`src/common/pu_pkg.sv`:
```
`default_nettype none

package pu_pkg;

    localparam int data_width = 16;
    localparam int win_size   = 5;
    localparam int win_elems  = win_size * win_size;

    // 25 products of 32 bits need 5 more bits of headroom.
    localparam int acc_width  = 40;
    localparam int word_width = 21;

    // word kind, sampled together with the stream word.
    localparam logic kind_pixel  = 1'b0;
    localparam logic kind_weight = 1'b1;

    // one stream word, read as a pixel or as a weight depending on the kind.
    typedef union packed {
        struct packed {
            logic [2:0]                       row;
            logic [word_width-data_width-4:0] pad;
            logic signed [data_width-1:0]     pixel;
        } pix;
        struct packed {
            logic [word_width-data_width-1:0] idx;
            logic signed [data_width-1:0]     weight;
        } wgt;
    } stream_word_u;

endpackage

`default_nettype wire

```
`src/pu_control/window_ctrl.sv`:
```
`timescale 1ns/1ps
`default_nettype none

module window_ctrl
#(
    parameter int img_width = 8
)
(
    input  wire                                  clk,
    input  wire                                  nrst,
    input  wire                                  col_valid,
    input  wire signed [pu_pkg::data_width-1:0]  col_data [pu_pkg::win_size],
    output logic                                 col_ready,
    output logic                                 win_valid,
    input  wire                                  win_ready,
    output logic signed [pu_pkg::data_width-1:0] win_data [pu_pkg::win_elems]
);
    import pu_pkg::*;

    localparam int cnt_width = $clog2(img_width);

    localparam logic [1:0] st_idle  = 2'd0;
    localparam logic [1:0] st_shift = 2'd1;
    localparam logic [1:0] st_emit  = 2'd2;

    logic [1:0]                   state;
    logic [cnt_width-1:0]         col_cnt;
    logic signed [data_width-1:0] reuse [win_size-1][win_size];
    logic signed [data_width-1:0] new_col [win_size];

    assign col_ready = (state == st_idle);
    assign win_valid = (state == st_emit);

    always_ff @(posedge clk or negedge nrst)
    begin
        if (!nrst)
        begin
            state   <= st_idle;
            col_cnt <= '0;
        end
        else
        begin
            case (state)
                st_idle:
                    if (col_valid)
                    begin
                        // last column of a row returns the count to zero.
                        if (col_cnt == cnt_width'(img_width - 1))
                            col_cnt <= '0;
                        else
                            col_cnt <= col_cnt + 1'b1;
                        // the first four columns only prime the reuse registers.
                        if (col_cnt >= cnt_width'(win_size - 1))
                            state <= st_emit;
                        else
                            state <= st_shift;
                    end
                st_emit:
                    if (win_ready)
                        state <= st_shift;
                default:
                    state <= st_idle;
            endcase
        end
    end

    always_ff @(posedge clk)
    begin
        if (state == st_idle && col_valid)
            new_col <= col_data;
        if (state == st_shift)
        begin
            for (int c = 0; c < win_size - 2; c++)
                reuse[c] <= reuse[c + 1];
            reuse[win_size - 2] <= new_col;
        end
    end

    // column 0 is the oldest, the new column sits last.
    always_comb
    begin
        for (int c = 0; c < win_size - 1; c++)
            for (int r = 0; r < win_size; r++)
                win_data[c * win_size + r] = reuse[c][r];
        for (int r = 0; r < win_size; r++)
            win_data[(win_size - 1) * win_size + r] = new_col[r];
    end

endmodule

`default_nettype wire

```
`config.mk`:
```
export PLATFORM = sky130hd
export DESIGN_NAME = window_ctrl
export DESIGN_NICKNAME = d
export VERILOG_FILES = /design/src/common/pu_pkg.sv /design/src/pu_control/window_ctrl.sv
export SDC_FILE = /design/constraint.sdc
export NUM_CORES = 1
export LEC_CHECK = 0
export BUFFER_PORTS_ARGS = -buffer_cell sky130_fd_sc_hd__buf_2
export CAP_MARGIN = 20
export CORE_AREA = 2 2 189 191
export DETAILED_ROUTE_END_ITERATION = 10
export DIE_AREA = 0 0 191 193
export GPL_TIMING_DRIVEN = 0
export SLEW_MARGIN = 20
export SYNTH_ARGS = -nofsm -noshare
export SYNTH_HDL_FRONTEND = slang
export SYNTH_SLANG_ARGS = --single-unit
export TNS_END_PERCENT = 10
```
`constraint.sdc`:
```
create_clock -name clk -period 20.7 [get_ports clk]
set_clock_uncertainty 0.1 [all_clocks]
set_input_delay 2.07 -clock clk [delete_from_list [all_inputs] [get_ports clk]]
set_output_delay 2.07 -clock clk [all_outputs]
set_load 0.1 [all_outputs]
```
==> reports/qor.csv <==
stage;metric;value;unit
outcome;status;complete, no violations;
timing;RSZ-0062 raised after global routing;no;
synthesis;Synth Area in Compound Gates;0.000816;
timing;Tcrit/Tclk final;0.185;
clocking;htree depth;2;
synthesis;sequential area share after synthesis;0.989;
floorplanning;Rows;69;
synthesis;Post-Synth XOR/XNOR Area;0;
route;vias post-DR;6269;
timing;worst slew pin tran;0.712;ns
final_layout;Diodes inserted;0;
route;Detailed Route WL;27.4;mm
final_layout;multi-input logic area;144;um^2
timing;Worst slew margin;0.525;
synthesis;Ys Warns;0;
critical_path;CP top delay family;flip-flops;
timing;Hold Fails Final Rpt;0;
clocking;root buffer cell;clkbuf_16;
route;Routed WL per cell;18.7;um
critical_path;Crit Path Category;reg2out;
synthesis;Syn Std Cell Area;12300;um^2
route;DRT Pass-1 Iters;4;
final_layout;register area;12100;um^2
floorplanning;Core ar.;35000;um^2
floorplanning;Die Ht;193;um
synthesis;Simple-Gate Fraction of Synth Area;0.00551;
clocking;Clock Path Buffers;3;
global_route;vias in the first global route;6066;
clocking;Setup Fix Bufs, Post-CTS;0;
route;DR iter-0 viols;260;
critical_path;CP max stage delay;0.52;ns
floorplanning;Die X;191;um
clocking;TritonCTS clock tree;built;
critical_path;Slowest-stage cell, CP;dfrtp_1;
clocking;TritonCTS Buffers;42;
clocking;Gates resized, CTS repair;0;
synthesis;post-synthesis cell type count;13;
global_route;first-pass GRT wire length;37.2;mm
critical_path;crit path max fanout;8;
route;Final ANT Viol Nets;0;
route;DRC;0;
job;Max-Cap Viols;0;
timing;final slew viol count;0;
critical_path;Arr. time, crit path;1.65;ns
clocking;worst-skew pair later-pin latency;0.54;ns
critical_path;FF-to-FF setup slack;18.32;ns
place;Port Buffers;485;
critical_path;WP data required;18.53;ns
floorplanning;die area;36900;um^2
clocking;Worst-path clk slew;0.06;ns
timing;Tmin final;3.82;ns
final_layout;Layout area overhead;39.0;%
place;Detail Placement HPWL;20.1;mm
place;Placer Congestion;0.755;
place;Placed Cells;1387;
synthesis;Net Count, Synth;507;
synthesis;Gate Count Post-Synth;421;
critical_path;Buf+Inv Stages, Crit Path;1;
hold_path;worst min path class;reg2reg;
global_route;largest net degree at the start of global routing;30;
global_route;GRT overflow;0;
floorplanning;Boundary Pins;486;
synthesis;adder and majority gate portion of the synthesized area;0.00204;
global_route;initial antenna violation count;0;
synthesis;mux share of post-synthesis cell area;0.00275;
timing;final setup vio count;0;
clocking;hold_buf cts;0;
synthesis;largest family of logic cells by synthesized area;simple AND/OR/NAND/NOR gates;
route;Avg Vias per Cell;4.28;
timing;max frequency;262;MHz
final_layout;number of fill cells in the layout;2926;
final_layout;Post-Layout Cell Count;1464;
critical_path;crit-path cells;and2b_1, buf_2;
final_layout;layout cells sized above 1;0.566;
clocking;clock sink count;405;
critical_path;Crit. End Element;output pin;
floorplanning;Starting Density;0.351;
synthesis;synthesis-stage register bit count;405;
synthesis;syn avg cell area;29.2;um^2
global_route;GRT Total Usage;0.138;
final_layout;nets@finish;1056;
critical_path;CP startpoint kind;flip-flop;
==> stage by stage <==
stage	cell area, um^2	hold WS [ns]	util	setup slack [ns]	setup TNS (ns)
after detailed placement	15700	0.326	0.448	16.66	0
after global placement	15300	0.324	0.437	-0.444	-130.48
after global routing	17100	0.348	0.488	16.78	0
final	17100	0.338	0.488	16.88	0
after floorplan	12300	0.385	-	5.13	0
after CTS	17100	0.337	0.488	16.82	0
==> sequential cells by signal, indices dropped and copies added, names as in the netlist <==
register  cells
reuse       320
win_data     80
col_cnt       3
state         2
==> routing by layer <==
layer	wire (um)	track usage	vias up
li1	-	-	2829
met1	10400	0.164	3097
met2	13800	0.227	290
met3	2430	0.0489	53
met4	801	0.0647	0
met5	0	0	-
==> final timing paths <==
check                      cells after the start    startpoint      endpoint
setup / recovery                               2      state[1]     win_valid
hold / removal                                 0  win_data[65]  reuse[3][65]
setup reg to reg                               6      state[0]  reuse[0][66]
hold reg to reg                                0  win_data[65]  reuse[3][65]
max in group asynchronous                      1          nrst      state[1]
min in group asynchronous                      1          nrst    col_cnt[2]
==> cells in the mapped netlist (all sizes together) <==
library cell	n	share of area
a21oi	2	0.00082
and2b	1	0.00061
dfrtp	5	0.010
edfxtp	400	0.98
ha	2	0.0020
mux2	3	0.0028
nand2	1	0.00031
nand3b	1	0.00061
nor2	2	0.00061
nor2b	1	0.00051
nor3b	1	0.0015
or2b	1	0.00061
or3b	1	0.00071
==> worst reg2reg max path: cells and delay by family (launching register included) <==
kind / cells / cell delay, ns
AND/OR/NAND/NOR: 1 / 0.39
flip-flops: 1 / 0.46
buffers and inverters: 5 / 1.10
==> layout make-up <==
cell class | instances | area share
multi-input combinational | 16 | 0.00844
tap | 461 | 0.0338
clock inverter | 29 | 0.0177
clock buffer | 48 | 0.0642
sequential | 405 | 0.712
timing repair buffer | 505 | 0.164
==> cell usage in the layout, fill, tap and decap left out, types with 2 or more instances in the layout <==
master / instances
a21oi_1: 2
buf_12: 9
buf_16: 4
buf_2: 485
buf_6: 6
bufinv_16: 6
clkbuf_1: 5
clkbuf_16: 43
clkinv_1: 14
clkinv_2: 4
clkinvlp_4: 2
dfrtp_1: 5
edfxtp_1: 400
ha_1: 2
mux2_2: 3
nor2_1: 2
==> cell families (layout without fill, tap and decap cells) <==
logic type | count (synthesis) | after routing
simple gates | 9 | 9
compound gates | 2 | 2
fa+ha+maj | 2 | 2
flops | 405 | 405
buf+inv | 0 | 582
mux | 3 | 3
Power is not shown: default switching activity piles up to over one toggle a cycle in this logic, so the estimate is an artifact.
