==> config.mk <==
export PLATFORM = sky130hd
export DESIGN_NAME = stream_unpack
export DESIGN_NICKNAME = d
export VERILOG_FILES = /design/src/common/pu_pkg.sv /design/src/rtl/stream_unpack.sv
export SDC_FILE = /design/constraint.sdc
export NUM_CORES = 1
export LEC_CHECK = 0
export ABC_AREA = 1
export BUFFER_PORTS_ARGS = -buffer_cell sky130_fd_sc_hd__buf_2
export CAP_MARGIN = 20
export CELL_PAD_IN_SITES_DETAIL_PLACEMENT = 0
export CELL_PAD_IN_SITES_GLOBAL_PLACEMENT = 1
export CORE_MARGIN = 4
export CORE_UTILIZATION = 40
export CTS_CLUSTER_DIAMETER = 50
export CTS_CLUSTER_SIZE = 20
export DETAILED_ROUTE_END_ITERATION = 12
export GPL_ROUTABILITY_DRIVEN = 0
export PLACE_DENSITY_LB_ADDON = 0.1
export SLEW_MARGIN = 20
export SYNTH_ARGS = -nofsm -noshare
export SYNTH_HDL_FRONTEND = slang
export SYNTH_SLANG_ARGS = --single-unit
export TNS_END_PERCENT = 1
==> constraint.sdc <==
create_clock -name clk -period 4.5 [get_ports clk]
set_clock_uncertainty 0.05 [all_clocks]
set_input_delay 0.225 -clock clk [delete_from_list [all_inputs] [get_ports clk]]
set_output_delay 0.225 -clock clk [all_outputs]
set_load 0.05 [all_outputs]
==> src/common/pu_pkg.sv <==
`default_nettype none

package pu_pkg;

    localparam int data_width = 16;
    localparam int win_size   = 5;
    localparam int win_elems  = win_size * win_size;

    // 25 products of 32 bits need 5 more bits of headroom.
    localparam int acc_width  = 40;
    localparam int word_width = 21;

    // word kind, sampled together with the stream word.
    localparam logic kind_pixel  = 1'b0;
    localparam logic kind_weight = 1'b1;

    // one stream word, read as a pixel or as a weight depending on the kind.
    typedef union packed {
        struct packed {
            logic [2:0]                       row;
            logic [word_width-data_width-4:0] pad;
            logic signed [data_width-1:0]     pixel;
        } pix;
        struct packed {
            logic [word_width-data_width-1:0] idx;
            logic signed [data_width-1:0]     weight;
        } wgt;
    } stream_word_u;

endpackage

`default_nettype wire

==> src/rtl/stream_unpack.sv <==
`timescale 1ns/1ps
`default_nettype none

module stream_unpack
(
    input  wire                                  clk,
    input  wire                                  nrst,
    input  wire                                  in_valid,
    input  wire                                  in_kind,
    input  wire pu_pkg::stream_word_u            in_word,
    output logic                                 in_ready,
    output logic                                 w_wr,
    output logic [4:0]                           w_idx,
    output logic signed [pu_pkg::data_width-1:0] w_data,
    output logic                                 col_valid,
    input  wire                                  col_ready,
    output logic signed [pu_pkg::data_width-1:0] col_data [pu_pkg::win_size]
);
    import pu_pkg::*;

    logic col_full;
    logic wgt_take;
    logic pix_take;

    // pixel words wait while the finished column is still pending.
    assign in_ready = (in_kind == kind_weight) || !col_full;
    assign wgt_take = in_valid && (in_kind == kind_weight);
    assign pix_take = in_valid && in_ready && (in_kind == kind_pixel);

    assign col_valid = col_full;

    always_ff @(posedge clk or negedge nrst)
    begin
        if (!nrst)
        begin
            w_wr     <= 1'b0;
            col_full <= 1'b0;
        end
        else
        begin
            w_wr <= wgt_take;
            // the last row completes the column.
            if (pix_take && in_word.pix.row == 3'(win_size - 1))
                col_full <= 1'b1;
            else if (col_ready)
                col_full <= 1'b0;
        end
    end

    always_ff @(posedge clk)
    begin
        if (wgt_take)
        begin
            w_idx  <= in_word.wgt.idx;
            w_data <= in_word.wgt.weight;
        end
        if (pix_take && in_word.pix.row < 3'(win_size))
            col_data[in_word.pix.row] <= in_word.pix.pixel;
    end

endmodule

`default_nettype wire

==> flow_summary.ini, run 1 <==
[clock_tree]
cts_made_buffers = 9
cts_tree = done
clk_latency_ps = 340
cts.clk_slew.worst_paths_ps = 90
cts.path.max_buffers = 2
cts_root_buf = clkbuf_8
numClockSinks = 103
cts_hold_buffers = 3
htree_levels = 3
cts_resized = 0
post_cts_buffers = 0

[route]
dr.pass1.iters = 4
detail_route.wl_per_cell_um = 16.97
vias_per_cell = 4.404
ant_nets = 0
dr_wl_met3_um = 528
wirelength_um = 6430
drc_errors = 0
num_vias = 1669
wl_met1_um = 2607
met2_length_um = 3194
top_layer = met4
drtIter0Drc = 65

[logic_synthesis]
yosysTopAreaCell = edfxtp_1
yosys_warnings = 0
ys_seq_elements = 103
synth.cell_area_um2 = 3183
syn-instance-count = 126
synth_nets = 152
syn_area_per_cell_um2 = 25.26
synth_top_area_frac = 0.9528
synth.area.top_cells = edfxtp_1, dfrtp_1, nand2_1, nor3_1, inv_1
synth_cell_type_count = 9
ys_seq_area_frac = 0.9686

[finish]
regArea_um2 = 3083
multi_input_area_um2 = 100.1
final_cells = 379
antenna_cells = 0
fillCellCount = 641
fin_nets = 298
layout_commonest_cell = buf_2
synthToLayoutAreaGrowth_pct = 32.00
layout_common_cells = buf_2, edfxtp_1, clkbuf_8
final_layout_size_suffix_gt1_frac = 0.5523

[sta]
rsz0062_at_grt = false
setup_tns_ps = 0
worst_pin_slew_ps = 1007
setup_viol = 0
slew_violations = 0
fin_crit_sh = 0.3882
timing.final.crit_period_ps = 1747
final.setup.worst_slack_ps = 2753
max_slew_margin = 0.3278
fmax_mhz = 572.4
hold_viol_final = 0

[setup_path]
crit_fanout = 11
reg2reg_slack_ps = 2750
worst-setup-path-type = register to register
worstPathArrival_ps = 1740
start_kind = register
r2r-start = col_valid$_DFFE_PN0P_
cp.required_ps = 4490
cp-end-kind = register
rr_worst_depth = 4
crit_chain = inv_2 > nand3_2 > nor3_2 > buf_4
max_stage_delay_ps = 440
cp_slowest_cell = nor3_2
reg2reg_to = col_data[31]$_DFFE_PP_

[floorplanning]
rows = 32
die_area_um2 = 9449
core_um2 = 7727
die_w_um = 97.21
die_h_um = 97.21
initial_core_util = 0.4119
io_pins = 130

[global_route]
grt_max_degree = 23
track_usage = 0.1379
grt_pass1_wl_um = 9660
grt_overflow = 0
first_global_vias = 1688
antenna_found_initial = 0

[worst_hold_path]
hold_depth = 1
hold_class = input port to register
hold_start = in_word[20]
holdPathEnd = w_idx[4]$_DFFE_PP_

[placed_design]
numPortBuffers = 129
placed_cells = 360
dp_slack_ps = 2717
dp_hpwl_um = 4393

[power]
power_density_nw_per_um2 = 404.6
ir_drop_uv = 157.9
p_leak_uw = 0.001645

[job]
cap_violations = 0

[run_status]
status = finished, final reports clean
==> how the worst max path moves through the flow <==
stage                                   endpoint  slack (ps)  cells after the start                   from
final                     col_data[31]$_DFFE_PP_        2750                      4  col_valid$_DFFE_PN0P_
after CTS                 col_data[31]$_DFFE_PP_        2670                      4  col_valid$_DFFE_PN0P_
after global routing      col_data[25]$_DFFE_PP_        2610                      4  col_valid$_DFFE_PN0P_
after global placement    col_data[67]$_DFFE_PP_        2440                      3  col_valid$_DFFE_PN0P_
after floorplan           col_data[32]$_DFFE_PP_        2100                      3  col_valid$_DFFE_PN0P_
after detailed placement  col_data[17]$_DFFE_PP_        2720                      4  col_valid$_DFFE_PN0P_
==> synthesized netlist by cell type, drive strengths merged <==
| cell | instances |
|---|---|
| nand2 | 8 |
| edfxtp | 101 |
| nand3 | 1 |
| or2 | 1 |
| dfrtp | 2 |
| nor2 | 2 |
| inv | 7 |
| nor3 | 4 |
==> flip-flops by register name (all words and copies together) (netlist names) <==
signal,cells
col_valid,1
w_wr,1
w_idx,5
w_data,16
col_data,80
==> logic make-up (layout without fill, tap and decap cells) <==
logic type | after synthesis | count (layout) | synth area share
flops | 103 | 103 | 0.9686
simple gates | 16 | 16 | 0.02319
buf+inv | 7 | 158 | 0.008256
==> layer usage <==
metal / up-vias / track usage
met2: 77 / 0.2282
li1: 776 / -
met3: 10 / 0.05097
met5: - / 0
met1: 806 / 0.1618
met4: 0 / 0.05832
==> report_power, final <==
group          switching [uW]  internal, uW
Clock                     284           202
Sequential               5.03          1080
Combinational             108          25.6
==> cell type report <==
| type | instances | share of cell area |
|---|---|---|
| multi-input combinational | 16 | 0.02382 |
| sequential | 103 | 0.7338 |
| timing repair buffer | 135 | 0.1662 |
| inverter | 7 | 0.006254 |
| clock inverter | 5 | 0.008338 |
| tap | 102 | 0.03038 |
| clock buffer | 11 | 0.03127 |
==> critical path: cells and delay by family, from the launching register on <==
kind | cells | cell delay [ps]
AND/OR/NAND/NOR | 2 | 580
flip-flops | 1 | 410
buffers and inverters | 2 | 390
==> stage by stage <==
| step | hold WS, ps | utilization | power, uW | instance area (um^2) |
|---|---|---|---|---|
| floorplan | -120.6 | - | 1189 | 3183 |
| global placement | -38.23 | 0.5175 | 1235 | 3999 |
| detailed placement | -39.87 | 0.5183 | 1236 | 4005 |
| CTS | 9.358 | 0.5437 | 1719 | 4202 |
| global route | 4.785 | 0.5437 | 1773 | 4202 |
| finish | 30.52 | 0.5437 | 1700 | 4202 |
Note: power is estimated with default switching activity, not from simulation.
==> inputs of run 2 (changes only) <==
--- a/config.mk
+++ b/config.mk
@@ -11,7 +11,7 @@
 export CELL_PAD_IN_SITES_DETAIL_PLACEMENT = 0
 export CELL_PAD_IN_SITES_GLOBAL_PLACEMENT = 1
 export CORE_MARGIN = 4
-export CORE_UTILIZATION = 40
+export CORE_UTILIZATION = 39
 export CTS_CLUSTER_DIAMETER = 50
 export CTS_CLUSTER_SIZE = 20
 export DETAILED_ROUTE_END_ITERATION = 12
==> constraint.sdc (replaced) <==
create_clock -name clk -period 1.8 [get_ports clk]
set_clock_uncertainty 0.05 [all_clocks]
set_input_delay 0.09 -clock clk [delete_from_list [all_inputs] [get_ports clk]]
set_output_delay 0.09 -clock clk [all_outputs]
set_load 0.05 [all_outputs]
==> run 2 against run 1 <==
Utilization up 3.1 points. Sequential power rose to 2.5 times the previous value. Total power grew to 2.6 times the previous value. Largest cell class unchanged. Highest routed layer unchanged.
==> flow_summary.ini, run 2 (synthesis results as in run 1) <==
[sta]
setup_viol = 0
fin_crit_sh = 0.8520
fmax_mhz = 652.1
max_slew_margin = 0.7797
rsz0062_at_grt = false
worst_pin_slew_ps = 330.5
hold_viol_final = 0
setup_tns_ps = 0
timing.final.crit_period_ps = 1534
slew_violations = 0

[route]
wirelength_um = 6896
dr.pass1.iters = 4
vias_per_cell = 4.426
detail_route.wl_per_cell_um = 16.99
drc_errors = 0
num_vias = 1797
drtIter0Drc = 81
ant_nets = 0

[setup_path]
cp.required_ps = 1780
worst-setup-path-type = register to register
path_buf_inv = 2
crit_chain = inv_2 > nand3_2 > nor3_4 > buf_4
crit_family = flip-flops
crit_fanout = 16
worstPathArrival_ps = 1520
cp_slowest_cell = dfrtp_1
cp-end-kind = register
max_stage_delay_ps = 410
start_kind = register

[finish]
postLayoutCoreUtil = 0.5743
largest_register_ffs = 80
layout_commonest_cell = buf_2
regMostFlops = col_data
reg.largest.list = col_data: 80 flops, w_data: 16 flops, w_idx: 5 flops
fin_nets = 325
final_layout_size_suffix_gt1_frac = 0.5197
synthToLayoutAreaGrowth_pct = 41.59
final_cells = 406
layout_common_cells = buf_2, edfxtp_1, dlygate4sd3_1
antenna_cells = 0

[clock_tree]
numClockSinks = 103
cts_tree = done
cts_resized = 0
cts_root_buf = clkbuf_8
clk_latency_ps = 350
cts_made_buffers = 9
cts.path.max_buffers = 2
cts.clk_slew.worst_paths_ps = 100
htree_levels = 3

[global_route]
grt_pass1_wl_um = 10640
antenna_found_initial = 0
track_usage = 0.1476
grt_max_degree = 23
first_global_vias = 1932
grt_overflow = 0

[power]
ir_drop_uv = 502.3
p_leak_uw = 0.001792
power_density_nw_per_um2 = 994.6

[floorplanning]
die_area_um2 = 9671
core_um2 = 7848
die_h_um = 98.34
initial_core_util = 0.4056
die_w_um = 98.34
io_pins = 130
rows = 32

[placed_design]
placed_cells = 365
numPortBuffers = 129
dp_hpwl_um = 4593

[worst_hold_path]
hold_class = input port to register

[run_status]
status = finished, final reports clean

[job]
cap_violations = 0
-- run 2: final cells by class --
class,instances,area [um^2]
flip-flops and latches,103,3083
well taps,102,127.6
clock buffers,9,123.9
repair buffers,162,955.9
fillers,653,3341
inverters,7,26.28
clock inverters,7,71.32
multi-input cells,16,118.9
-- run 2: per-stage QoR --
stage	power, uW	cell area, um^2	setup slack, ps	hold slack, ps
after floorplan	2974	3203	-142.4	-255.6
after detailed placement	3100	4061	268.0	-168.3
final	4483	4507	266.4	197.0
after global placement	3097	4061	349.3	-169.2
after global routing	4658	4507	189.8	204.9
after CTS	4527	4507	249.0	189.8
-- run 2: report_power, final --
group	total [uW]	internal, uW	switching, uW
clock	1400	646	753
sequential	2700	2690	12.6
combinational	381	98.5	282
-- run 2: repair_timing --
action,in CTS,in global routing
endpoints found under the setup margin,0,0
endpoints found under the hold margin,104,0
setup buffers,0,0
hold buffers,25,0
-- run 2: worst register-to-register path, delay by kind of cell (launching register included) --
family | cells | cell delay [ps]
AND/OR/NAND/NOR | 2 | 360
buffers and inverters | 2 | 390
flip-flops | 1 | 410
-- run 2: worst paths after layout --
path | from | endpoint | slack (ps) | depth (start not counted)
min | in_kind | w_wr$_DFF_PN0_ | 200 | 4
max reg2reg | col_valid$_DFFE_PN0P_ | col_data[21]$_DFFE_PP_ | 270 | 4
max | col_valid$_DFFE_PN0P_ | col_data[21]$_DFFE_PP_ | 270 | 4
max in group asynchronous | nrst | w_wr$_DFF_PN0_ | 1050 | 3
min in group asynchronous | nrst | col_valid$_DFFE_PN0P_ | 530 | 3
min reg2reg | col_valid$_DFFE_PN0P_ | col_data[45]$_DFFE_PP_ | 840 | 3
-- run 2: routing by layer --
layer	up-vias	wire length [um]	GRT usage
met5	-	0	0
met4	0	76	0.05672
met3	8	750	0.06286
met2	87	3402	0.2402
met1	871	2666	0.1744
li1	831	-	-
==> inputs of run 3 (changes only) <==
--- a/config.mk
+++ b/config.mk
@@ -16,7 +16,7 @@
 export CTS_CLUSTER_SIZE = 20
 export DETAILED_ROUTE_END_ITERATION = 12
 export GPL_ROUTABILITY_DRIVEN = 0
-export PLACE_DENSITY_LB_ADDON = 0.1
+export PLACE_DENSITY = 0.83
 export SLEW_MARGIN = 20
 export SYNTH_ARGS = -nofsm -noshare
 export SYNTH_HDL_FRONTEND = slang
==> constraint.sdc (replaced) <==
create_clock -name clk -period 1.65 [get_ports clk]
set_clock_uncertainty 0.05 [all_clocks]
set_input_delay 0.0825 -clock clk [delete_from_list [all_inputs] [get_ports clk]]
set_output_delay 0.0825 -clock clk [all_outputs]
set_load 0.05 [all_outputs]
==> run 3 against run 2 <==
Register-to-register slack got worse by 70 ps. Fmax grew 5.5%. Sequential share of layout area decreased by 0.74 points. Final cell count up 0.74%. Die area did not move. Clock power grew 13%. Utilization grew 0.65 points. Design area up 1.1%. Critical path type unchanged.
==> flow_summary.ini, run 3 (synthesis results as in run 1) <==
[run_status]
status = finished, final reports clean

[floorplanning]
io_pins = 130
core_um2 = 7848
rows = 32
die_w_um = 98.34
die_area_um2 = 9671
initial_core_util = 0.4056
die_h_um = 98.34

[clock_tree]
cts.clk_slew.worst_paths_ps = 90
cts_tree = done
cts_root_buf = clkbuf_8
numClockSinks = 103
cts.path.max_buffers = 2
clk_latency_ps = 340
post_cts_buffers = 0
cts_resized = 0
htree_levels = 3
cts_hold_buffers = 24
cts_made_buffers = 9

[finish]
antenna_cells = 0
multi_input_area_um2 = 126.4
fin_nets = 328
regMostFlops = col_data
reg.largest.list = col_data: 80 flops, w_data: 16 flops, w_idx: 5 flops
final_layout_size_suffix_gt1_frac = 0.5342
final_cells = 409
layout_common_cells = buf_2, edfxtp_1, dlygate4sd3_1
postLayoutCellArea_um2 = 4558
layout_commonest_cell = buf_2
largest_register_ffs = 80
fillCellCount = 596
synthToLayoutAreaGrowth_pct = 43.20
regArea_um2 = 3084

[setup_path]
cp.required_ps = 1670
worst-setup-path-type = register to register
crit_family = buffers and inverters
cp-end-kind = register
crit_fanout = 5
start_kind = register
crit_chain = inv_2 > nand2_1 > nor2_1 > nand2_1 > inv_1 > buf_4
max_stage_delay_ps = 430
cp_common_cell = nand2_1
worstPathArrival_ps = 1480
path_buf_inv = 3
cp_slowest_cell = dfrtp_2

[sta]
timing.final.crit_period_ps = 1454
final.setup.worst_slack_ps = 195.7
fin_crit_sh = 0.8814
hold_viol_final = 0
slew_violations = 0
fmax_mhz = 687.6
max_slew_margin = 0.8135
setup_tns_ps = 0
setup_viol = 0
rsz0062_at_grt = false
worst_pin_slew_ps = 281.6

[route]
dr.pass1.iters = 4
drc_errors = 0
num_vias = 1796
detail_route.wl_per_cell_um = 17.74
wirelength_um = 7254
drtIter0Drc = 112
vias_per_cell = 4.391
ant_nets = 0

[placed_design]
dp_slack_ps = 221.6
dp_hpwl_um = 5156
placed_area_um2 = 4113
placed_cells = 369
numPortBuffers = 129

[power]
p_seq_frac = 0.595
netSwitchingFraction = 0.2374
p_sw_uw = 1176
comb_power_share = 0.086
p_int_uw = 3778
p_leak_uw = 0.001815
p_clk_frac = 0.319
power_density_nw_per_um2 = 1087
ir_drop_uv = 685.5

[global_route]
grt_pass1_wl_um = 11340
track_usage = 0.1554
grt.met1_usage = 0.1966
grt_max_degree = 19
grt.busiest_layer = met2
grt.met3_usage = 0.07643
gr-usage-met2 = 0.2408
antenna_found_initial = 0
grt_overflow = 0
first_global_vias = 2012

[job]
cap_violations = 0

[worst_hold_path]
hold_class = input port to register
-- run 3: cell types whose count changed in the layout (fill, tap and decap cells not counted), sizes merged --
cell         change
dlygate4sd3      -1
clkinv           -2
clkbuf           +1
buf              +4
inv              +1
-- run 3: path summary, 6_finish.rpt --
check,slack (ps),end,start,cells past startpoint
max in group asynchronous,870,col_valid$_DFFE_PN0P_,nrst,3
min in group asynchronous,540,w_wr$_DFF_PN0_,nrst,3
hold / removal,20,col_valid$_DFFE_PN0P_,in_kind,4
setup reg to reg,200,col_data[13]$_DFFE_PP_,col_valid$_DFFE_PN0P_,6
setup / recovery,200,col_data[13]$_DFFE_PP_,col_valid$_DFFE_PN0P_,6
hold reg to reg,660,col_valid$_DFFE_PN0P_,col_valid$_DFFE_PN0P_,5
-- run 3: layout make-up --
type / instances / share of cell area
clock buffers: 10 / 0.02800
clock inverters: 6 / 0.01702
inverters: 7 / 0.005764
multi-input cells: 16 / 0.02772
flip-flops and latches: 103 / 0.6766
well taps: 102 / 0.02800
repair buffers: 165 / 0.2169
-- run 3: stage by stage --
stage	power [uW]	hold slack, ps	utilization
6_report	4954	16.09	0.5808
5_1_grt	5155	33.61	0.5808
4_1_cts	4986	4.412	0.5808
3_5_place_dp	3391	-174.5	0.5241
3_3_place_gp	3386	-175.2	0.5241
2_1_floorplan	3252	-263.1	-
-- run 3: power by group through the flow --
stage	sequential (uW)	clock [uW]	combinational, uW
finish	2950	1580	425
floorplan	3210	0	39.2
global placement	3010	0	378
detailed placement	3010	0	382
global route	2960	1750	447
CTS	2950	1610	425
-- run 3: metal layers --
metal,routed length (um),share of wire
met1,2867,0.40
met2,3495,0.48
met3,828,0.11
met4,62,0.0085
met5,0,0
-- run 3: worst register-to-register path: cells and delay by family, from the launching register on --
family / cells / cell delay (ps)
buffers and inverters: 3 / 500
flip-flops: 1 / 430
AND/OR/NAND/NOR: 3 / 200
