**src/common/pu_pkg.sv**
```systemverilog
`default_nettype none

package pu_pkg;

    localparam int data_width = 16;
    localparam int win_size   = 5;
    localparam int win_elems  = win_size * win_size;

    // 25 products of 32 bits need 5 more bits of headroom.
    localparam int acc_width  = 40;
    localparam int word_width = 21;

    // word kind, sampled together with the stream word.
    localparam logic kind_pixel  = 1'b0;
    localparam logic kind_weight = 1'b1;

    // one stream word, read as a pixel or as a weight depending on the kind.
    typedef union packed {
        struct packed {
            logic [2:0]                       row;
            logic [word_width-data_width-4:0] pad;
            logic signed [data_width-1:0]     pixel;
        } pix;
        struct packed {
            logic [word_width-data_width-1:0] idx;
            logic signed [data_width-1:0]     weight;
        } wgt;
    } stream_word_u;

endpackage

`default_nettype wire

```
**src/rtl/weight_store.sv**
```systemverilog
`timescale 1ns/1ps
`default_nettype none

module weight_store
(
    input  wire                                  clk,
    input  wire                                  nrst,
    input  wire                                  w_wr,
    input  wire [4:0]                            w_idx,
    input  wire signed [pu_pkg::data_width-1:0]  w_data,
    output logic signed [pu_pkg::data_width-1:0] weights [pu_pkg::win_elems]
);
    import pu_pkg::*;

    always_ff @(posedge clk or negedge nrst)
    begin
        if (!nrst)
        begin
            for (int i = 0; i < win_elems; i++)
                weights[i] <= '0;
        end
        else if (w_wr && w_idx < 5'(win_elems))
        begin
            weights[w_idx] <= w_data;
        end
    end

endmodule

`default_nettype wire

```
**config.mk**
```make
export PLATFORM = sky130hd
export DESIGN_NAME = weight_store
export DESIGN_NICKNAME = d
export VERILOG_FILES = /design/src/common/pu_pkg.sv /design/src/rtl/weight_store.sv
export SDC_FILE = /design/constraint.sdc
export NUM_CORES = 1
export LEC_CHECK = 0
export BUFFER_PORTS_ARGS = -buffer_cell sky130_fd_sc_hd__buf_2
export CORE_ASPECT_RATIO = 1.75
export CORE_MARGIN = 2
export CORE_UTILIZATION = 56
export CTS_CLUSTER_DIAMETER = 120
export DETAILED_ROUTE_END_ITERATION = 8
export PLACE_DENSITY = 0.85
export REMOVE_ABC_BUFFERS = 1
export SYNTH_ARGS = -nofsm -noshare
export SYNTH_HDL_FRONTEND = slang
export SYNTH_SLANG_ARGS = --single-unit
export TNS_END_PERCENT = 10
```
**constraint.sdc**
```tcl
create_clock -name clk -period 2.5 [get_ports clk]
set_clock_uncertainty 0.1 [all_clocks]
set_input_delay 0.5 -clock clk [delete_from_list [all_inputs] [get_ports clk]]
set_output_delay 0.5 -clock clk [all_outputs]
set_load 0.05 [all_outputs]
```
==> flow_metrics.py, run 1 <==
metrics = {
    "layout": {
        "largest_register_ffs": 400,
        "top_register": "weights",
        "nets": 1346,
        "reg_top3": "weights: 400 flops",
        "postLayoutCellArea_mm2": 0.0189,
        "syn_to_final_growth_pct": 22.4,
        "layout-drive-gt1-share": 0.691,
    },
    "sta": {
        "rsz0062_at_grt": "false",
        "worst_slew_margin_rel": 0.442,
        "final-setup-viol-count": 0,
        "hold_viol": 0,
        "fin_crit_ns": 1.84,
        "post-route-period-util": 0.737,
        "drv_slew": 0,
        "timing.fmax_ghz": 0.543,
        "max_slew.worst_pin.slew_ns": 0.836,
    },
    "drt": {
        "ant_nets": 0,
        "viasPerCell": 5.57,
        "firstDrtPassIters": 6,
        "vias": 9546,
        "wire_per_inst_um": 24.9,
        "finalWirelength_um": 42600,
        "drt_iter0_drc": 444,
        "route.detailed.drc": 0,
    },
    "grt": {
        "grt.total_usage": 0.293,
        "use_met3": 0.0535,
        "first_global_vias": 9998,
        "grt.met2_usage": 0.512,
        "grt_overflow": 0,
        "antenna_found_initial": 0,
        "met1_usage": 0.349,
        "busiest_layer": "met2",
        "grt_max_degree": 74,
        "grt_pass1_wl_um": 62500,
    },
    "run_status": {
        "status": "finished clean",
    },
    "synth": {
        "seq_area_frac_synth": 0.648,
        "yosys-top-cells-count": "400 x dfrtp_1, 372 x mux2_2, 27 x mux2_4, 23 x clkbuf_1, 20 x buf_6",
        "async_reset_ff_frac": 1.00,
        "yosysTopAreaCell": "dfrtp_1",
        "ys.flop_type": "dfrtp_1",
        "syn_area_per_cell_um2": 17.1,
        "ys_types": 24,
        "ys_ff_latch": 400,
        "synth.most_common_cell": "dfrtp_1",
        "yosys-top-cells-area": "dfrtp_1 65%, mux2_2 27%, mux2_4 2.6%",
        "synth_area_mm2": 0.0154,
        "yosysWarnings": 0,
        "synth_top_area_frac": 0.648,
        "synth-edff-count": 0,
        "synth_cells": 903,
    },
    "setup_path": {
        "cp.arrival_ns": 2.14,
        "critPathMaxStageDelay_ns": 0.57,
        "critPathSlowestCell": "nor2b_1",
        "critPathKind": "input port to flop",
        "cp-start-kind": "input port",
        "crit_required_ns": 2.79,
        "endpoint_kind": "flop",
        "worstPathCellList": "buf_2, nor2b_1, nand2_2, mux2_2",
        "cp_max_fo": 16,
    },
    "floorplan": {
        "die_height_um": 224,
        "dieArea_mm2": 0.0290,
        "core_area_mm2": 0.0272,
        "row_count": 80,
        "initial_utilization": 0.567,
        "fp.dieW_um": 130,
        "io_pins": 424,
    },
    "power_and_ir_drop": {
        "p_int_mw": 12.7,
        "switching_share": 0.414,
        "combinationalPowerShare": 0.363,
        "p_clk_frac": 0.248,
        "leakagePower_nw": 9.86,
        "power_switching_mw": 8.93,
        "ir_drop_uv": 956,
        "total_power_mw": 21.6,
        "p_per_area_mw_per_mm2": 1140,
        "pwr-share-seq": 0.389,
    },
    "clocking": {
        "cts-root-buf": "clkbuf_16",
        "clockBufferDepth": 3,
        "cts-buffers-inserted": 35,
        "clkSinkCount": 400,
        "cts_max_level": 2,
        "cts_tree": "built",
        "clock_latency_ns": 0.51,
        "clk_pin_slew_ns": 0.07,
    },
    "min_path": {
        "hold_path_class": "input port to asynchronous set/reset pin",
    },
    "placement": {
        "dpl-instance-area_mm2": 0.0178,
        "globalplace.congestion": 0.814,
        "portBuffers": 423,
        "dp_hpwl_um": 27700,
    },
    "flow_run": {
        "cap_violations": 0,
    },
}
==> repair_timing <==
item	CTS	global route
buffers inserted	0	0
hold buffers	1	0
hold endpoints to repair	42	0
resized for setup	0	0
==> layer usage <==
| metal | vias to the layer above | share of wire | routed length (um) |
|---|---|---|---|
| met2 | 381 | 0.53 | 22600 |
| met4 | 0 | 0.046 | 1960 |
| met5 | - | 0 | 0 |
| li1 | 3994 | - | - |
| met1 | 5060 | 0.37 | 15900 |
| met3 | 111 | 0.053 | 2250 |
==> per-stage QoR <==
step	setup TNS, ns	std cells	hold slack [ns]	utilization	worst slack [ns]
final	0	1714	0.399	0.694	0.658
after global routing	0	1713	0.410	0.694	0.598
after CTS	0	1713	0.392	0.694	0.685
after detailed placement	0	1653	0.353	0.652	0.151
after global placement	0	1653	0.351	0.652	0.185
after floorplan	-0.158	838	0.104	-	-0.0263
==> critical path, delay by kind of cell <==
family,cells,cell delay (ns)
multiplexers,1,0.40
buffers and inverters,1,0.23
AND/OR/NAND/NOR,2,1.00
==> worst paths after layout <==
| path | to | depth (start not counted) | start | slack [ns] |
|---|---|---|---|---|
| setup / recovery | weights[203] | 4 | w_idx[2] | 0.66 |
| hold / removal | weights[364] | 2 | nrst | 0.40 |
| setup reg to reg | weights[119] | 1 | weights[119] | 1.59 |
| hold reg to reg | weights[14] | 1 | weights[14] | 0.40 |
| max in group asynchronous | weights[363] | 3 | nrst | 0.98 |
| min in group clk | weights[14] | 1 | weights[14] | 0.40 |
==> kinds of logic after synthesis <==
| kind of cell | Yosys count | synth area share |
|---|---|---|
| AND/OR/NAND/NOR | 38 | 0.0220 |
| flip-flops | 400 | 0.648 |
| multiplexers | 400 | 0.298 |
| buffers and inverters | 65 | 0.0314 |
==> layout make-up <==
cell class              count  area [um2]
fillers                  1877        8320
clock inverters             7        63.8
well taps                 369         462
diodes                      1        2.50
flip-flops and latches    400       10000
repair buffers            447        2350
clock buffers              52        1070
multi-input cells         438        4950
==> cell usage in the layout, fill, tap and decap left out <==
master,synthesis,layout
buf_8,0,1
nor2_2,7,7
nor2b_1,3,2
dlygate4sd3_1,9,1
clkbuf_8,0,9
mux2_1,1,1
mux2_4,27,27
nor2b_4,1,1
buf_2,11,422
bufinv_16,0,1
nor2b_2,0,1
buf_12,1,3
clkinv_2,0,5
and3_1,1,1
nand4b_2,2,2
buf_4,0,20
nor3_4,2,2
clkbuf_1,23,6
dfrtp_1,400,400
and4bb_4,3,3
nor4b_4,1,1
nand2_1,1,1
nand2_2,12,12
nand2b_1,2,2
nand4_2,1,1
and3_4,1,1
and2b_1,1,1
clkbuf_16,0,37
mux2_2,372,372
diode_2,0,1
clkinv_4,0,1
==> power by group through the flow <==
stage	clock (mW)	combinational, mW	sequential (mW)
finish	5.36	7.83	8.41
global route	5.66	8.05	8.54
CTS	5.44	7.85	8.39
detailed placement	0	7.83	8.49
global placement	0	7.72	8.41
floorplan	0	1.18	12.9
No activity file was read; power rests on OpenSTA's default activity.
==> run 2, diff against run 1 <==
--- a/config.mk
+++ b/config.mk
@@ -8,10 +8,10 @@
 export BUFFER_PORTS_ARGS = -buffer_cell sky130_fd_sc_hd__buf_2
 export CORE_ASPECT_RATIO = 1.75
 export CORE_MARGIN = 2
-export CORE_UTILIZATION = 56
+export CORE_UTILIZATION = 52
 export CTS_CLUSTER_DIAMETER = 120
 export DETAILED_ROUTE_END_ITERATION = 8
-export PLACE_DENSITY = 0.85
+export PLACE_DENSITY = 0.79
 export REMOVE_ABC_BUFFERS = 1
 export SYNTH_ARGS = -nofsm -noshare
 export SYNTH_HDL_FRONTEND = slang
==> constraint.sdc (replaced) <==
create_clock -name clk -period 1.8 [get_ports clk]
set_clock_uncertainty 0.1 [all_clocks]
set_input_delay 0.36 -clock clk [delete_from_list [all_inputs] [get_ports clk]]
set_output_delay 0.36 -clock clk [all_outputs]
set_load 0.05 [all_outputs]
==> run 2 against run 1 <==
Clock-buffer cell count fell by 1. Final cell count is 2.4% higher. Sequential share of layout area down 1.9 points. Register-to-register slack worse by 0.69 ns. Global-route usage shrank 2.0 points. Critical path depth down 3. Combinational power grew 39%. Power rose by 42%. Clock power up 52%. Non-clock buffer count grew 25. Via count grew 0.18%. Sequential cell count unchanged. Largest power group unchanged.
==> flow_metrics.py, run 2 (synthesis results as in run 1) <==
metrics = {
    "sta": {
        "hold_slack_ns": 0.188,
        "rsz0062_at_grt": "false",
        "post-route-period-util": 0.916,
        "fin_crit_ns": 1.65,
        "drv_slew": 0,
        "max_slew.worst_pin.slew_ns": 0.819,
        "hold_viol": 0,
        "worst_slew_margin_rel": 0.454,
        "setup_slack_ns": 0.152,
        "timing.fmax_ghz": 0.607,
        "final-setup-viol-count": 0,
    },
    "layout": {
        "n_antenna_cell": 0,
        "reg_top3": "weights: 400 flops",
        "n_fill_cell": 2089,
        "final_cell_mix": "422 x buf_2, 400 x dfrtp_1, 372 x mux2_2",
        "top_register": "weights",
        "syn_to_final_growth_pct": 26.9,
        "largest_register_ffs": 400,
        "layout-drive-gt1-share": 0.698,
        "final_util": 0.669,
        "nets": 1372,
        "final_common_cell": "buf_2",
    },
    "min_path": {
        "hold_path_class": "input port to asynchronous set/reset pin",
    },
    "floorplan": {
        "initial_utilization": 0.527,
        "dieArea_mm2": 0.0311,
        "fp.dieW_um": 134,
        "core_area_mm2": 0.0293,
        "die_height_um": 232,
        "io_pins": 424,
        "row_count": 83,
    },
    "grt": {
        "grt_pass1_wl_um": 63100,
        "antenna_found_initial": 1,
        "grt_overflow": 0,
        "first_global_vias": 10100,
        "grt_max_degree": 76,
        "grt.total_usage": 0.273,
    },
    "setup_path": {
        "r2r_setup_slack_ns": 0.90,
        "endpoint_kind": "primary output",
        "critPathMaxStageDelay_ns": 0.37,
        "cp.arrival_ns": 1.19,
        "cp_max_fo": 2,
        "worstPathCellList": "buf_2",
        "crit_required_ns": 1.34,
        "critPathSlowestCell": "dfrtp_1",
        "r2r-start": "weights[166]",
        "cp-start-kind": "flop",
        "critPathKind": "flop to primary output",
        "cp_top_family": "flip-flops",
        "crit_start": "weights[178]",
        "crit_buf_inv": 1,
    },
    "drt": {
        "viasPerCell": 5.45,
        "firstDrtPassIters": 4,
        "drt_iter0_drc": 285,
        "finalWirelength_um": 42900,
        "route.detailed.drc": 0,
        "vias": 9563,
        "ant_nets": 0,
        "wire_per_inst_um": 24.4,
    },
    "placement": {
        "place_ws_ns": -0.0775,
        "dp_hpwl_um": 28100,
        "globalplace.congestion": 0.793,
        "portBuffers": 423,
    },
    "run_status": {
        "status": "finished clean",
    },
    "clocking": {
        "cts-root-buf": "clkbuf_16",
        "clock_latency_ns": 0.51,
        "clockBufferDepth": 3,
        "cts_tree": "built",
        "clkSinkCount": 400,
        "cts_setup_buffers": 0,
        "cts-buffers-inserted": 36,
        "cts_max_level": 2,
        "clk_pin_slew_ns": 0.07,
    },
    "power_and_ir_drop": {
        "p_per_area_mw_per_mm2": 1570,
        "leakagePower_nw": 10.2,
        "ir_drop_uv": 1230,
        "total_power_mw": 30.7,
    },
    "flow_run": {
        "cap_violations": 0,
    },
}
[run 2: cell count changes in the layout (fill, tap and decap cells not counted), sizes merged]
cell      delta
buf         +25
clkinvlp     +1
bufinv       +4
inv          +1
diode        -1
clkinv       -1
clkbuf       -1
[run 2: cell type report]
type	count	area [um2]	share of cell area
clock inverter	12	195	0.00996
clock buffer	51	1070	0.0545
tap	382	478	0.0244
sequential	400	10000	0.511
multi-input combinational	438	4950	0.253
timing repair buffer	472	2900	0.148
[run 2: stage by stage]
stage                     cells  instance area (um2)  setup TNS [ns]
after global routing       1755                19600               0
after detailed placement   1691                18300          -10.58
after CTS                  1755                19600               0
after floorplan             838                15000           -9.72
final                      1755                19600               0
after global placement     1691                18300           -5.22
[run 2: timing repair]
| action | 4_1_cts | 5_1_grt |
|---|---|---|
| hold buffers | 1 | 0 |
| endpoints found under the hold margin | 213 | 0 |
| gates resized for setup | 0 | 0 |
[run 2: worst paths after layout]
| path | endpoint | cells after the start |
|---|---|---|
| setup / recovery | weights[178] | 1 |
| setup reg to reg | weights[166] | 1 |
| min in group clk | weights[68] | 2 |
| max in group asynchronous | weights[173] | 4 |
| hold reg to reg | weights[384] | 1 |
| hold / removal | weights[392] | 2 |
[run 2: per-layer routing]
metal	global-route usage	vias up	wire, um
li1	-	4052	-
met1	0.309	5031	15400
met2	0.495	375	23400
met3	0.0485	103	2070
met4	0.129	2	1960
met5	0	-	13
[run 2: power breakdown]
part / internal [mW] / switching [mW] / total [mW]
Clock: 4.87 / 3.29 / 8.16
Sequential: 10.7 / 0.929 / 11.7
Combinational: 2.63 / 8.28 / 10.9
Total: 18.2 / 12.5 / 30.7
==> run 3, diff against run 2 <==
--- a/config.mk
+++ b/config.mk
@@ -11,7 +11,7 @@
 export CORE_UTILIZATION = 52
 export CTS_CLUSTER_DIAMETER = 120
 export DETAILED_ROUTE_END_ITERATION = 8
-export PLACE_DENSITY = 0.79
+export PLACE_DENSITY = 0.81
 export REMOVE_ABC_BUFFERS = 1
 export SYNTH_ARGS = -nofsm -noshare
 export SYNTH_HDL_FRONTEND = slang
==> run 3 against run 2 <==
Die area unchanged. Via count is 0.99% higher. Setup slack lost 0.030 ns. Utilization is 0.085 points lower. Combinational power hardly changed. Final area is 0.13% lower. Critical path type unchanged. Largest cell class unchanged. Largest power group unchanged.
==> flow_metrics.py, run 3 (synthesis results as in run 1) <==
metrics = {
    "clocking": {
        "clk_pin_slew_ns": 0.07,
        "cts-root-buf": "clkbuf_16",
        "cts-buffers-inserted": 36,
        "cts_max_level": 2,
        "cts_resized": 0,
        "clock_latency_ns": 0.51,
        "clkSinkCount": 400,
        "clockBufferDepth": 3,
        "cts_setup_buffers": 0,
        "cts_tree": "built",
    },
    "layout": {
        "final_common_cell": "buf_2",
        "top_register": "weights",
        "final_util": 0.668,
        "reg_top3": "weights: 400 flops",
        "largest_register_ffs": 400,
        "final_cell_mix": "422 x buf_2, 400 x dfrtp_1, 372 x mux2_2",
        "n_antenna_cell": 0,
        "nets": 1381,
        "n_fill_cell": 2074,
        "syn_to_final_growth_pct": 26.8,
        "layout-drive-gt1-share": 0.699,
    },
    "floorplan": {
        "row_count": 83,
        "io_pins": 424,
        "die_height_um": 232,
        "core_area_mm2": 0.0293,
        "dieArea_mm2": 0.0311,
        "fp.dieW_um": 134,
        "initial_utilization": 0.527,
    },
    "grt": {
        "grt_max_degree": 51,
        "grt_pass1_wl_um": 63200,
        "antenna_found_initial": 0,
        "grt.total_usage": 0.273,
        "grt_overflow": 0,
        "first_global_vias": 10200,
    },
    "drt": {
        "vias": 9658,
        "wire_per_inst_um": 24.3,
        "drt_iter0_drc": 337,
        "ant_nets": 0,
        "route.detailed.drc": 0,
        "viasPerCell": 5.47,
        "finalWirelength_um": 42900,
        "firstDrtPassIters": 5,
    },
    "setup_path": {
        "cp_top_family": "flip-flops",
        "cp-start-kind": "flop",
        "cp_max_fo": 2,
        "crit_buf_inv": 1,
        "critPathSlowestCell": "dfrtp_1",
        "endpoint_kind": "primary output",
        "worstPathCellList": "buf_2",
        "r2r_cells": 1,
        "critPathMaxStageDelay_ns": 0.41,
        "cp_num_cells": 1,
        "crit_required_ns": 1.34,
        "cp.arrival_ns": 1.22,
        "critPathKind": "flop to primary output",
    },
    "sta": {
        "max_slew.worst_pin.slew_ns": 0.814,
        "setup_slack_ns": 0.122,
        "drv_slew": 0,
        "worst_slew_margin_rel": 0.457,
        "hold_viol": 0,
        "timing.fmax_ghz": 0.596,
        "post-route-period-util": 0.932,
        "final-setup-viol-count": 0,
        "rsz0062_at_grt": "false",
        "hold_slack_ns": 0.215,
        "tns_ns": 0,
        "fin_crit_ns": 1.68,
    },
    "placement": {
        "place_ws_ns": -0.0883,
        "globalplace.congestion": 0.793,
        "dp_hpwl_um": 28500,
        "portBuffers": 423,
    },
    "min_path": {
        "hold_path_class": "input port to asynchronous set/reset pin",
    },
    "flow_run": {
        "cap_violations": 0,
    },
    "run_status": {
        "status": "finished clean",
    },
    "power_and_ir_drop": {
        "ir_drop_uv": 1180,
        "total_power_mw": 30.4,
        "leakagePower_nw": 10.2,
        "p_per_area_mw_per_mm2": 1560,
    },
}
run 3: changes by cell type in the layout (fill, tap and decap cells not counted):
cell        change
clkinvlp_4      +3
clkbuf_1        +2
buf_4          +12
bufinv_16       -1
clkinv_2        +1
clkinv_4        +1
buf_12          -3
clkbuf_8        -5
run 3: per-layer routing:
| layer | vias up | GRT usage | share of wire |
|---|---|---|---|
| li1 | 4060 | - | - |
| met1 | 5028 | 0.307 | 0.34 |
| met3 | 131 | 0.0469 | 0.058 |
| met2 | 439 | 0.489 | 0.54 |
| met5 | - | 0 | 0 |
| met4 | 0 | 0.148 | 0.058 |
run 3: path summary, 6_finish.rpt:
path                       slack, ns            to          from
max                             0.12  weights[291]  weights[291]
min                             0.22  weights[379]          nrst
max reg2reg                     0.87  weights[291]  weights[291]
min reg2reg                     0.40  weights[262]  weights[262]
max in group asynchronous       0.49  weights[292]          nrst
min in group clk                0.23    weights[3]      w_idx[3]
run 3: where the power goes:
group	leakage, nW	switching (mW)	internal [mW]
clock network	0.582	3.31	4.54
logic	4.46	8.29	2.63
registers	5.11	0.927	10.7
run 3: timing repair:
action	CTS	global route
setup endpoints to repair	0	0
hold buffers	1	0
endpoints found under the hold margin	175	0
run 3: layout make-up:
class | count | area (um2) | area share
clock buffer | 48 | 1010 | 0.0515
clock inverter | 16 | 201 | 0.0103
multi-input combinational | 438 | 4950 | 0.253
sequential | 400 | 10000 | 0.511
tap | 382 | 478 | 0.0244
timing repair buffer | 481 | 2930 | 0.150
run 3: through the flow:
stage / instance area [um2] / std cells
4_1_cts: 19600 / 1765
5_1_grt: 19600 / 1765
3_5_place_dp: 18400 / 1700
6_report: 19600 / 1765
3_3_place_gp: 18400 / 1700
2_1_floorplan: 15000 / 838
